$ cat src/logic/dct_pkg.sv
// shared DCT constants; IDX_W assumes an 8x8 block indexed as {row, col} with 3-bit halves
package dct_pkg;

  localparam int BLOCK_N    = 8;  // elements per row and per column
  localparam int IDX_W      = 6;  // element index into a 64-entry RAM
  localparam int PIXEL_W    = 8;
  localparam int COEF_W_DEF = 18;

  // coefficient at the default width, as stored in the coefficient RAM
  typedef logic signed [COEF_W_DEF-1:0] coef_t;

  typedef enum logic [4:0] {
    IDLE,
    FETCH_START,
    FETCH_RUN,
    FETCH_END,
    CALC_1,
    CALC_2,
    CALC_3,
    CALC_4,
    CALC_5,
    CALC_6,
    CALC_7,
    SAVE_START,
    SAVE_RUN,
    SAVE_END,
    SCAN_CHECK,
    DONE
  } ctrl_state_t;

endpackage

$ cat src/logic/dct_half_if.sv
// operands are held by the loader until the next load; results follow five cycles after load
`timescale 1ns/1ps

interface dct_half_if
  import dct_pkg::*;
#(
  parameter int COEF_W = COEF_W_DEF
);

  logic signed [COEF_W-1:0] op [4];   // sums or differences of one row
  logic                     load;     // one-cycle strobe, op valid
  logic signed [COEF_W-1:0] res [4];  // even or odd outputs in ascending order

  modport source (
    output op,
    output load
  );

  modport part (
    input  op,
    input  load,
    output res
  );

  modport sink (
    input res
  );

endinterface

$ cat src/logic/dct_block_ctrl.sv
// s_conv is only taken in IDLE; both RAMs must answer reads one cycle after the address
`timescale 1ns/1ps

module dct_block_ctrl
  import dct_pkg::*;
(
  input  logic             clk,
  input  logic             reset_n,
  input  logic             s_conv,
  output logic [IDX_W-1:0] du_ram_a,
  output logic [IDX_W-1:0] dctdu_ram_ar,
  output logic [IDX_W-1:0] dctdu_ram_aw,
  output logic [2:0]       fetch_idx,
  output logic             fetch_en,
  output logic             vertical,
  output logic             calc_start,
  output logic [2:0]       save_idx,
  output logic             save_en,
  output logic             e_conv
);

  ctrl_state_t      state;
  ctrl_state_t      state_nxt;
  logic [IDX_W-1:0] fetch_cnt;
  logic [IDX_W-1:0] save_cnt;
  logic [IDX_W-1:0] save_cnt_d;  // lines up with the writer's registered data
  logic             vertical_d;
  logic             last_fetch;
  logic             last_save;
  logic             scan_wrap;

  assign last_fetch = &fetch_cnt[2:0];
  assign last_save  = &save_cnt[2:0];
  assign scan_wrap  = (fetch_cnt == '0);  // all eight lines of a pass fetched

  assign du_ram_a     = fetch_cnt;
  assign dctdu_ram_ar = {fetch_cnt[2:0], fetch_cnt[5:3]};  // transposed read
  assign dctdu_ram_aw = vertical ? {save_cnt_d[2:0], save_cnt_d[5:3]} : save_cnt_d;

  assign fetch_en   = (state == FETCH_RUN) || (state == FETCH_END);
  assign calc_start = (state == CALC_1);
  assign save_idx   = save_cnt[2:0];
  assign save_en    = (state == SAVE_START) || (state == SAVE_RUN);

  always_ff @(posedge clk or negedge reset_n) begin
    if (!reset_n) begin
      state <= IDLE;
    end else begin
      state <= state_nxt;
    end
  end

  always_comb begin
    state_nxt = state;
    case (state)
      IDLE:        if (s_conv) state_nxt = FETCH_START;
      FETCH_START: state_nxt = FETCH_RUN;
      FETCH_RUN:   if (last_fetch) state_nxt = FETCH_END;
      FETCH_END:   state_nxt = CALC_1;
      CALC_1:      state_nxt = CALC_2;
      CALC_2:      state_nxt = CALC_3;
      CALC_3:      state_nxt = CALC_4;
      CALC_4:      state_nxt = CALC_5;
      CALC_5:      state_nxt = CALC_6;
      CALC_6:      state_nxt = CALC_7;
      CALC_7:      state_nxt = SAVE_START;
      SAVE_START:  state_nxt = SAVE_RUN;
      SAVE_RUN:    if (last_save) state_nxt = SAVE_END;
      SAVE_END:    state_nxt = SCAN_CHECK;
      SCAN_CHECK:  state_nxt = (scan_wrap && vertical_d) ? DONE : FETCH_START;
      DONE:        state_nxt = IDLE;
      default:     state_nxt = IDLE;
    endcase
  end

  always_ff @(posedge clk or negedge reset_n) begin
    if (!reset_n) begin
      fetch_cnt  <= '0;
      fetch_idx  <= '0;
      save_cnt   <= '0;
      save_cnt_d <= '0;
      vertical   <= 1'b0;
      vertical_d <= 1'b0;
      e_conv     <= 1'b0;
    end else begin
      if ((state == FETCH_START) || (state == FETCH_RUN)) begin
        fetch_cnt <= fetch_cnt + 1'b1;
        fetch_idx <= fetch_cnt[2:0];  // RAM data arrives a cycle later
      end
      if (save_en) begin
        save_cnt <= save_cnt + 1'b1;
      end
      save_cnt_d <= save_cnt;
      if (state == IDLE) begin
        vertical <= 1'b0;
      end else if ((state == SCAN_CHECK) && scan_wrap) begin
        vertical <= 1'b1;  // row pass done, switch to columns
      end
      vertical_d <= vertical;
      e_conv     <= (state == DONE);
    end
  end

endmodule

$ cat src/logic/dct_row_loader.sv
// du_ram_d is sign-extended, so pixel data is expected level-shifted to the signed range
`timescale 1ns/1ps

module dct_row_loader
  import dct_pkg::*;
#(
  parameter int COEF_W = COEF_W_DEF
) (
  input  logic                     clk,
  input  logic                     reset_n,
  input  logic [2:0]               fetch_idx,
  input  logic                     fetch_en,
  input  logic                     vertical,
  input  logic                     calc_start,
  input  logic [PIXEL_W-1:0]       du_ram_d,
  input  logic signed [COEF_W-1:0] dctdu_ram_di,
  dct_half_if.source               even_if,
  dct_half_if.source               odd_if
);

  logic signed [COEF_W-1:0] row_buf [BLOCK_N];
  logic signed [COEF_W-1:0] pixel_ext;

  assign pixel_ext = {{(COEF_W-PIXEL_W){du_ram_d[PIXEL_W-1]}}, du_ram_d};

  always_ff @(posedge clk) begin
    if (fetch_en) begin
      row_buf[fetch_idx] <= vertical ? dctdu_ram_di : pixel_ext;  // column pass reads back
    end
  end

  // first butterfly stage, held until the next row
  always_ff @(posedge clk) begin
    if (calc_start) begin
      even_if.op[0] <= row_buf[0] + row_buf[7];
      even_if.op[1] <= row_buf[1] + row_buf[6];
      even_if.op[2] <= row_buf[2] + row_buf[5];
      even_if.op[3] <= row_buf[3] + row_buf[4];
      odd_if.op[0]  <= row_buf[3] - row_buf[4];
      odd_if.op[1]  <= row_buf[2] - row_buf[5];
      odd_if.op[2]  <= row_buf[1] - row_buf[6];
      odd_if.op[3]  <= row_buf[0] - row_buf[7];
    end
  end

  always_ff @(posedge clk or negedge reset_n) begin
    if (!reset_n) begin
      even_if.load <= 1'b0;
      odd_if.load  <= 1'b0;
    end else begin
      even_if.load <= calc_start;
      odd_if.load  <= calc_start;
    end
  end

endmodule

$ cat src/logic/dct_even_part.sv
// integer approximation of outputs 0,2,4,6; all arithmetic wraps at COEF_W bits
`timescale 1ns/1ps

module dct_even_part
  import dct_pkg::*;
#(
  parameter int COEF_W = COEF_W_DEF
) (
  input  logic     clk,
  input  logic     reset_n,
  dct_half_if.part even_if
);

  logic [3:0]               stage_en;  // load delayed through the pipe
  logic signed [COEF_W-1:0] a, b, c, e;
  logic signed [COEF_W-1:0] sum_ab, dif_ab, ce, e8;
  logic signed [COEF_W-1:0] z1;
  logic signed [COEF_W-1:0] pos, neg;

  always_ff @(posedge clk or negedge reset_n) begin
    if (!reset_n) begin
      stage_en <= '0;
    end else begin
      stage_en <= {stage_en[2:0], even_if.load};
    end
  end

  always_ff @(posedge clk) begin
    if (even_if.load) begin
      a <= even_if.op[0] + even_if.op[3];
      b <= even_if.op[1] + even_if.op[2];
      c <= even_if.op[1] - even_if.op[2];
      e <= even_if.op[0] - even_if.op[3];
    end
    if (stage_en[0]) begin
      sum_ab <= a + b;
      dif_ab <= a - b;
      ce     <= c + e;
      e8     <= e <<< 3;
    end
    if (stage_en[1]) begin
      z1 <= (ce <<< 2) + ce;  // 5*(c+e)
    end
    if (stage_en[2]) begin
      pos <= e8 + z1;
      neg <= e8 - z1;
    end
    if (stage_en[3]) begin
      even_if.res[0] <= sum_ab;
      even_if.res[1] <= pos >>> 3;
      even_if.res[2] <= dif_ab;
      even_if.res[3] <= neg >>> 3;
    end
  end

endmodule

$ cat src/logic/dct_odd_part.sv
// integer approximation of outputs 1,3,5,7; all arithmetic wraps at COEF_W bits
`timescale 1ns/1ps

module dct_odd_part
  import dct_pkg::*;
#(
  parameter int COEF_W = COEF_W_DEF
) (
  input  logic     clk,
  input  logic     reset_n,
  dct_half_if.part odd_if
);

  logic [3:0]               stage_en;
  logic signed [COEF_W-1:0] p, q, r;
  logic signed [COEF_W-1:0] pr, p4, q5, r10, d7_8;
  logic signed [COEF_W-1:0] z5, z11, z13;
  logic signed [COEF_W-1:0] z2, z4;
  logic signed [COEF_W-1:0] sum_11p4, sum_13m2, sum_13p2, sum_11m4;

  always_ff @(posedge clk or negedge reset_n) begin
    if (!reset_n) begin
      stage_en <= '0;
    end else begin
      stage_en <= {stage_en[2:0], odd_if.load};
    end
  end

  // sums wrap here, before the final shift
  assign sum_11p4 = z11 + z4;
  assign sum_13m2 = z13 - z2;
  assign sum_13p2 = z13 + z2;
  assign sum_11m4 = z11 - z4;

  always_ff @(posedge clk) begin
    if (odd_if.load) begin
      p <= odd_if.op[0] + odd_if.op[1];
      q <= odd_if.op[1] + odd_if.op[2];
      r <= odd_if.op[2] + odd_if.op[3];
    end
    if (stage_en[0]) begin
      pr   <= p - r;
      p4   <= p <<< 2;
      q5   <= (q <<< 2) + q;
      r10  <= (r <<< 3) + (r <<< 1);
      d7_8 <= odd_if.op[3] <<< 3;  // op still held by the loader
    end
    if (stage_en[1]) begin
      z5  <= (pr <<< 1) + pr;
      z11 <= d7_8 + q5;
      z13 <= d7_8 - q5;
    end
    if (stage_en[2]) begin
      z2 <= p4 + z5;
      z4 <= r10 + z5;
    end
    if (stage_en[3]) begin
      odd_if.res[0] <= sum_11p4 >>> 3;  // out1
      odd_if.res[1] <= sum_13m2 >>> 3;  // out3
      odd_if.res[2] <= sum_13p2 >>> 3;  // out5
      odd_if.res[3] <= sum_11m4 >>> 3;  // out7
    end
  end

endmodule

$ cat src/logic/dct_row_writer.sv
// write data is only meaningful while dctdu_ram_we is high
`timescale 1ns/1ps

module dct_row_writer
  import dct_pkg::*;
#(
  parameter int COEF_W = COEF_W_DEF
) (
  input  logic              clk,
  input  logic              reset_n,
  input  logic [2:0]        save_idx,
  input  logic              save_en,
  dct_half_if.sink          even_if,
  dct_half_if.sink          odd_if,
  output logic              dctdu_ram_we,
  output logic [COEF_W-1:0] dctdu_ram_do
);

  logic signed [COEF_W-1:0] row [BLOCK_N];

  always_comb begin
    for (int k = 0; k < BLOCK_N / 2; k++) begin
      row[2*k]   = even_if.res[k];
      row[2*k+1] = odd_if.res[k];
    end
  end

  always_ff @(posedge clk or negedge reset_n) begin
    if (!reset_n) begin
      dctdu_ram_we <= 1'b0;
    end else begin
      dctdu_ram_we <= save_en;
    end
  end

  always_ff @(posedge clk) begin
    if (save_en) begin
      dctdu_ram_do <= row[save_idx];
    end
  end

endmodule

$ cat src/logic/jpeg_dct_top.sv
// one 8x8 block per s_conv, 418 cycles to e_conv; RAMs need one-cycle reads and never stall
`timescale 1ns/1ps

module jpeg_dct_top
  import dct_pkg::*;
#(
  parameter int COEF_W = COEF_W_DEF
) (
  input  logic               clk,
  input  logic               reset_n,
  input  logic               s_conv,
  output logic [IDX_W-1:0]   du_ram_a,
  input  logic [PIXEL_W-1:0] du_ram_d,
  output logic [IDX_W-1:0]   dctdu_ram_aw,
  output logic               dctdu_ram_we,
  output logic [COEF_W-1:0]  dctdu_ram_do,
  output logic [IDX_W-1:0]   dctdu_ram_ar,
  input  logic [COEF_W-1:0]  dctdu_ram_di,
  output logic               e_conv
);

  logic [2:0] fetch_idx;
  logic       fetch_en;
  logic       vertical;
  logic       calc_start;
  logic [2:0] save_idx;
  logic       save_en;

  dct_half_if #(.COEF_W(COEF_W)) even_if ();
  dct_half_if #(.COEF_W(COEF_W)) odd_if ();

  dct_block_ctrl u_ctrl (
    .clk          (clk),
    .reset_n      (reset_n),
    .s_conv       (s_conv),
    .du_ram_a     (du_ram_a),
    .dctdu_ram_ar (dctdu_ram_ar),
    .dctdu_ram_aw (dctdu_ram_aw),
    .fetch_idx    (fetch_idx),
    .fetch_en     (fetch_en),
    .vertical     (vertical),
    .calc_start   (calc_start),
    .save_idx     (save_idx),
    .save_en      (save_en),
    .e_conv       (e_conv)
  );

  dct_row_loader #(.COEF_W(COEF_W)) u_loader (
    .clk          (clk),
    .reset_n      (reset_n),
    .fetch_idx    (fetch_idx),
    .fetch_en     (fetch_en),
    .vertical     (vertical),
    .calc_start   (calc_start),
    .du_ram_d     (du_ram_d),
    .dctdu_ram_di (dctdu_ram_di),
    .even_if      (even_if.source),
    .odd_if       (odd_if.source)
  );

  dct_even_part #(.COEF_W(COEF_W)) u_even (
    .clk     (clk),
    .reset_n (reset_n),
    .even_if (even_if.part)
  );

  dct_odd_part #(.COEF_W(COEF_W)) u_odd (
    .clk     (clk),
    .reset_n (reset_n),
    .odd_if  (odd_if.part)
  );

  dct_row_writer #(.COEF_W(COEF_W)) u_writer (
    .clk          (clk),
    .reset_n      (reset_n),
    .save_idx     (save_idx),
    .save_en      (save_en),
    .even_if      (even_if.sink),
    .odd_if       (odd_if.sink),
    .dctdu_ram_we (dctdu_ram_we),
    .dctdu_ram_do (dctdu_ram_do)
  );

endmodule

$ cat config.mk
export PLATFORM = sky130hd
export DESIGN_NAME = jpeg_dct_top
export DESIGN_NICKNAME = d
export VERILOG_FILES = /design/src/logic/dct_pkg.sv /design/src/logic/dct_half_if.sv /design/src/logic/dct_block_ctrl.sv /design/src/logic/dct_row_loader.sv /design/src/logic/dct_even_part.sv /design/src/logic/dct_odd_part.sv /design/src/logic/dct_row_writer.sv /design/src/logic/jpeg_dct_top.sv
export SDC_FILE = /design/constraint.sdc
export NUM_CORES = 2
export LEC_CHECK = 0
export ABC_AREA = 1
export BUFFER_PORTS_ARGS = -buffer_cell sky130_fd_sc_hd__clkbuf_2
export CAP_MARGIN = 20
export CORE_UTILIZATION = 45
export DETAILED_ROUTE_END_ITERATION = 6
export GPL_TIMING_DRIVEN = 0
export PLACE_DENSITY_LB_ADDON = 0.2
export SETUP_SLACK_MARGIN = 0.05
export SYNTH_ARGS = -nofsm -noshare
export SYNTH_HDL_FRONTEND = slang
export SYNTH_SLANG_ARGS = --single-unit
$ cat constraint.sdc
create_clock -name clk -period 25 [get_ports clk]
set_input_delay 2.5 -clock clk [delete_from_list [all_inputs] [get_ports clk]]
set_output_delay 2.5 -clock clk [all_outputs]
set_load 0.01 [all_outputs]
* After elaboration in Yosys (flattened, before gate mapping)
Memory sizes are Yosys's and may differ from the RTL's.
Index checks and enable logic that the tools add are counted.
** Word-level totals
- Memories kept :: 1
- Output and inout port bits :: 38
- Bits of input ports :: 29
- Register bits after elaboration :: 751
- Memory bits (writable) :: 144
** Memories
- u_loader.row_buf :: words 8, bits a word 18, rd ports 8, clocked after memory_dff 0, write ports 1, RTL line dct_row_loader.sv:21 : logic signed [COEF_W-1:0] row_buf [BLOCK_N];
** Cells by class
- Equality and inequality tests :: 18
- Multiplexer cells :: 14
- Add/sub/neg operators :: 35
- Reduce and logical (&&, ||, !) cells :: 11
- Bitwise logic cells :: 1
- Order comparisons :: 1
** Operator list (number)
- adder 18 bit :: 21
- subtractor 18 bit :: 12
- case mux 5 bit (15 select lines) :: 1
- binary-select mux 18 bit (select 3 bit) :: 1
- 2-to-1 mux 18 bit :: 3
- == test 5 x 4 -> 1 bit, second input constant :: 8
- == test 5 x 3 -> 1 bit, second input constant :: 4
- 2-to-1 mux 5 bit :: 3
- adder 6 x 1 -> 6 bit, second input constant :: 2
- == test 5 x 2 -> 1 bit, second input constant :: 2
- AND reduction 3 bit :: 3
- zero test 6 bit :: 1
- 2-to-1 mux 6 bit :: 1
- == test 5 x 1 -> 1 bit, second input constant :: 1
- zero test 5 bit :: 1
- greater-or-equal comparator 4 bit, second input constant :: 1
- 2-to-1 mux 1 bit :: 4
- 2-to-1 mux 4 bit :: 1
- != test 2 x 1 -> 1 bit, second input constant :: 2
- NOT 3 -> 4 bit :: 1
- logical OR 1 bit :: 3
- logical AND 1 bit :: 2
- != test 2 bit, second input constant :: 1
- nonzero test 2 bit :: 1

* Logic depth before layout (Yosys ltp)
- Word-level depth :: 4
- Mapped depth :: 14
- Mapped depth without buffers :: 13

* Cells and area by module
From an unflattened synthesis, not the netlist that was laid out.
** Second synthesis, totals
- Cells, all modules :: 7238
- Area total of the unflattened synthesis :: 59833.6 µm²
** By module, submodules not included
- dct_odd_part :: times used 1, area an instance 21942.3 µm², cells an instance 2736, seq. area each 8688.3 µm²
- dct_even_part :: times used 1, area an instance 17047.6 µm², cells an instance 1994, seq. area each 7607.3 µm²
- dct_row_loader :: times used 1, area an instance 16846.2 µm², cells an instance 1834, seq. area each 8553.2 µm²
- dct_row_writer :: times used 1, area an instance 2555.0 µm², cells an instance 497, seq. area each 565.5 µm²
- dct_block_ctrl :: times used 1, area an instance 1442.6 µm², cells an instance 177, seq. area each 700.7 µm²

* Least setup slack after synthesis
OpenSTA, ideal clock, no wires.
- Path kind :: register -> register
- From :: register u_ctrl.state[3]
- To :: register u_loader.even_if.load
- Arrival time :: 10.050 ns
- Period minus slack after synthesis :: 11.145 ns
- Cell stages (with the launch flop) :: 4
- Buffers on the path :: 0
- Slack :: 13.855 ns
- Cell sequence :: dfrtp_1 nor2_1 inv_1 nor3_1
** Between the ends
- Longest elaborated chain between the ends :: 1
** Ends and longest elaborated chain
- start, declared :: RTL line dct_block_ctrl.sv:22 : ctrl_state_t state;
- start signal, assigned :: RTL line dct_block_ctrl.sv:49 : state <= state_nxt;
- == test 5 x 3 -> 1 bit :: RTL line dct_block_ctrl.sv:41 : assign calc_start = (state == CALC_1);
- net calc_start :: RTL line jpeg_dct_top.sv:25 : logic calc_start;
- end, declared :: RTL line dct_half_if.sv:16 : output load
The timed path passes the listed nets, and every way through them passes these cells.
A chain may end at the register's enable or synchronous reset.

* Worst setup path after layout
- From :: register u_ctrl.vertical
- To :: output dctdu_ram_aw[2]
** Between the ends
- Longest elaborated chain between the ends :: 1
** Ends and longest elaborated chain
- start, declared :: RTL line dct_block_ctrl.sv:15 : output logic vertical,
- start signal, assigned :: RTL line dct_block_ctrl.sv:82 : vertical <= 1'b0;
- start signal, assigned :: RTL line dct_block_ctrl.sv:95 : vertical <= 1'b0;
- start signal, assigned :: RTL line dct_block_ctrl.sv:97 : vertical <= 1'b1;
- 2-to-1 mux 6 bit :: RTL line dct_block_ctrl.sv:38 : assign dctdu_ram_aw = vertical ? {save_cnt_d[2:0], save_cnt_d[5:3]} : save_cnt_d;
- end, declared :: RTL line jpeg_dct_top.sv:14 : output logic [IDX_W-1:0] dctdu_ram_aw,
No other way between the ends.

==> out/qor.txt <==
DIE
--------------------------------------------------------------------------------
Number of I/O pins ................................................           67
Die H .............................................................       362 um
Std cell rows .....................................................          131
Core ar. ..........................................................   128000 um2
Die area ..........................................................   131000 um2
Starting density of the core ......................................        45.6%
Die Span X ........................................................       362 um

TIMING
--------------------------------------------------------------------------------
Max_slew headroom .................................................        22.8%
Post-layout minimum cycle time ....................................      6.04 ns
Count of endpoints failing hold in the final timing report ........            0
Number of pins exceeding their max-slew limit in the final report .            0
Final number of setup-violating endpoints .........................            0
Post-route worst setup slack ......................................     18.96 ns
Timing-limited maximum frequency ..................................    0.166 GHz
Fraction of the cycle the final worst path needs ..................        24.2%
Unrepaired setup endpoints after global routing ...................           no
Total negative slack ..............................................         0 ns
Worst slew pin tran ...............................................      1.16 ns
Worst setup skew after layout .....................................    0.0323 ns

FINISH
--------------------------------------------------------------------------------
Number of nets in the finished design .............................         7690
Most common cell after layout, fill and taps aside ................ sky130_fd_sc_hd__nand2_1
Area growth from synthesis to layout ..............................        10.9%
Antenna diode instance count ......................................            0
Commonest non-fill, non-tap cells in the layout ................... 1858 x sky130_fd_sc_hd__nand2_1, 965 x sky130_fd_sc_hd__inv_1, 837 x sky130_fd_sc_hd__edfxtp_1, 622 x sky130_fd_sc_hd__nor2_1, 538 x sky130_fd_sc_hd__ha_1
Fraction of layout cells with a size suffix above 1 ...............        6.17%

DRT
--------------------------------------------------------------------------------
Antenna violation net count after detailed routing ................            0
Vias after detailed routing .......................................        45500
Avg Vias per Cell .................................................         5.10
Number of detailed-routing iterations run before antenna repair ...            7
Average detailed-routed wire length per instance ..................      18.1 um
Number of remaining DRC errors ....................................            1
Number of DRC markers in iteration 0 ..............................         3648
Final wirelength ..................................................       162 mm

POWER
--------------------------------------------------------------------------------
Worst IR Drop VDD .................................................    0.0927 mV
Clock power frac ..................................................        20.5%
Part of the power in registers ....................................        34.5%
Part of the power in combinational logic ..........................        45.1%
Total net switching power .........................................      3110 uW
Pleak .............................................................    0.0301 uW
Areal power density over the cells ................................   113 nW/um2
Sw Ratio ..........................................................        42.7%
Internal power ....................................................      4180 uW

YOSYS
--------------------------------------------------------------------------------
Part of the Yosys area used for sequential elements ...............        44.5%
Number of unique standard cell types used by synthesis ............           47
Mapped Cells ......................................................         6904
Most used DFF post-synth .......................................... sky130_fd_sc_hd__edfxtp_1
Number of synthesized register bits ...............................          871
Synth async-reset ratio ...........................................        3.90%
Count of warnings emitted by yosys ................................            0
Synthesized area per cell .........................................     8.45 um2
Number of synthesized flops with an enable pin ....................          837
Cell area after technology mapping ................................    58300 um2
Post-Syn Nets .....................................................         7498

CTS
--------------------------------------------------------------------------------
Number of buffers created by CTS ..................................           98
Worst-skew pair later-pin latency .................................      0.72 ns
Level count of the clock H-tree ...................................            3
Clock tree from TritonCTS .........................................         done
Clk slew on worst S/H paths .......................................      0.06 ns
Number of sinks driven by the clock tree ..........................          871
Number of buffers on the longest clock path .......................            3
Setup repair bufs after CTS .......................................            0
Buffer cell driving the clock tree root ........................... sky130_fd_sc_hd__clkbuf_16
Number of gates given a new drive strength after cts ..............            0
Hold bufs inserted after CTS ......................................            0

PLACED DESIGN
--------------------------------------------------------------------------------
Final HPWL DP .....................................................       133 mm
Port Buffer Count .................................................           66
Pre-CTS setup slack ...............................................     19.78 ns
Final weighted congestion in routability-driven placement .........        0.954

CRITICAL PATH
--------------------------------------------------------------------------------
Startpoint kind of the worst setup timing path ....................     register
R2R Setup Slk .....................................................     21.61 ns
Arrival @ worst endpoint ..........................................      3.54 ns
Number of cells on the worst reg-to-reg path ......................            5
R2R Path Start .................................................... u_ctrl.vertical$_DFFE_PN0P_
Highest fanout seen on the critical path ..........................           10
Critical Setup Path Class ......................................... register to output pin
Data required time at the worst endpoint ..........................     22.50 ns
Type of destination of the critical path ..........................   output pin
Capturing point of the worst reg2reg path ......................... u_loader.row_buf[0][1]$_DFFE_PP_

RUN STATUS
--------------------------------------------------------------------------------
Violations in the final reports ...................................          DRC
Result of the run ................................................. finished with violations

MIN PATH
--------------------------------------------------------------------------------
Hold worst-path end ............................................... u_ctrl.vertical_d$_DFF_PN0_
Hold Path Class ................................................... register to register
Startpoint of the most critical hold path ......................... u_ctrl.vertical$_DFFE_PN0P_
Min-Delay Path Depth ..............................................            0

GRT
--------------------------------------------------------------------------------
Total Routing Usage GR ............................................        24.6%
Total global routing overflow .....................................            0
Antenna violations before repair ..................................           10
Pin count of the biggest net entering global routing ..............           71
Number of global-route vias before repair .........................        43400
Wire length of the first global-routing pass ......................       247 mm

RUN
--------------------------------------------------------------------------------
Number of max-cap violations ......................................            0

==> registers in the layout, summed over array words and instances, names as in the netlist, 18 cells and up <==
register and count:
u_even.ce 18, u_odd.z13 18, u_odd.p 18, u_odd.z4 18, u_odd.z5 18, u_odd.pr 18
u_odd.r 18, u_odd.q5 18, u_odd.odd_if.res 60, u_even.b 18, u_even.even_if.res 65, u_even.z1 18
u_writer.dctdu_ram_do 18, u_loader.row_buf 144, u_even.a 18, u_loader.even_if.op 68, u_loader.odd_if.op 72
==> cell usage after synthesis (18+ instances only) <==
library cell	count	area, um2
sky130_fd_sc_hd__nand2_1	1858	6970
sky130_fd_sc_hd__inv_1	965	3620
sky130_fd_sc_hd__edfxtp_1	837	25100
sky130_fd_sc_hd__nor2_1	630	2360
sky130_fd_sc_hd__ha_1	538	6730
sky130_fd_sc_hd__nand3_1	482	2410
sky130_fd_sc_hd__a21oi_1	393	1970
sky130_fd_sc_hd__xor2_1	264	2310
sky130_fd_sc_hd__o21ai_0	220	1100
sky130_fd_sc_hd__nor3_1	88	440
sky130_fd_sc_hd__o21bai_1	77	578
sky130_fd_sc_hd__buf_2	73	365
sky130_fd_sc_hd__xnor2_1	46	403
sky130_fd_sc_hd__a21o_1	45	338
sky130_fd_sc_hd__nand4_1	45	282
sky130_fd_sc_hd__buf_4	43	323
sky130_fd_sc_hd__dfrtp_1	34	851
sky130_fd_sc_hd__o22ai_1	33	206
sky130_fd_sc_hd__nand3b_1	30	225
sky130_fd_sc_hd__fa_1	27	541
sky130_fd_sc_hd__a21oi_2	18	158
==> power by group through the flow <==
stage | sequential [uW] | combinational [uW] | clock, uW
after floorplan | 2490 | 2260 | 0
after global placement | 2680 | 3130 | 0
after detailed placement | 2550 | 3270 | 0
after CTS | 2520 | 3280 | 1530
after global routing | 2550 | 3700 | 1580
final | 2520 | 3290 | 1490
==> worst max path at each step <==
stage / cells past startpoint / start / endpoint / slack (ns)
4_1_cts: 6 / u_ctrl.vertical$_DFFE_PN0P_ / dctdu_ram_aw[2] / 19.00
6_report: 6 / u_ctrl.vertical$_DFFE_PN0P_ / dctdu_ram_aw[2] / 18.96
5_1_grt: 6 / u_ctrl.vertical$_DFFE_PN0P_ / dctdu_ram_aw[2] / 18.89
3_5_place_dp: 6 / u_ctrl.vertical$_DFFE_PN0P_ / dctdu_ram_aw[2] / 19.78
3_3_place_gp: 1 / u_ctrl.state[0]$_DFFE_PN0P_ / u_loader.even_if.load$_DFF_PN0_ / 9.07
2_1_floorplan: 3 / u_ctrl.state[3]$_DFFE_PN0P_ / u_loader.even_if.load$_DFF_PN0_ / 13.86
==> cell families after synthesis <==
logic type | synth area share [%]
flops | 44.5
simple gates | 22.4
fa+ha+maj | 12.5
buf+inv | 7.70
compound gates | 8.25
xor+xnor | 4.65
==> metrics by stage <==
step | utilization [%] | hold WS [ns] | area [um2] | power, uW | cells
after floorplan | - | 0.352 | 58300 | 4740 | 6904
after global placement | 47.5 | 0.357 | 60800 | 5810 | 8699
after detailed placement | 47.9 | 0.368 | 61300 | 5820 | 8725
after CTS | 50.5 | 0.382 | 64700 | 7330 | 8909
after global routing | 50.5 | 0.390 | 64700 | 7830 | 8909
final | 50.5 | 0.382 | 64700 | 7300 | 8909
==> area by class of cell <==
class | count | area [um2]
Buffer | 143 | 813
Clock buffer | 121 | 2640
Inverter | 979 | 3680
Timing Repair Buffer | 92 | 759
Tap cell | 1729 | 2160
Sequential cell | 871 | 26000
Clock inverter | 63 | 724
Multi-Input combinational cell | 4911 | 27900
Fill cell | 12100 | 63300
==> metal layers <==
metal / track usage [%] / part of all wire (%)
met1: 33.1 / 46
met2: 39.5 / 45
met3: 3.03 / 4.4
met4: 11.1 / 4.9
met5: 0 / 0.029
==> worst max-delay path: stages, from the launching register on <==
cell,delay (ns)
sky130_fd_sc_hd__dfrtp_1,0.38
sky130_fd_sc_hd__clkbuf_1,0.42
sky130_fd_sc_hd__inv_1,0.68
sky130_fd_sc_hd__clkbuf_1,0.92
sky130_fd_sc_hd__nand2_1,0.12
sky130_fd_sc_hd__o21ai_0,0.12
sky130_fd_sc_hd__clkbuf_2,0.16
Power figures use the tool's default switching activity.
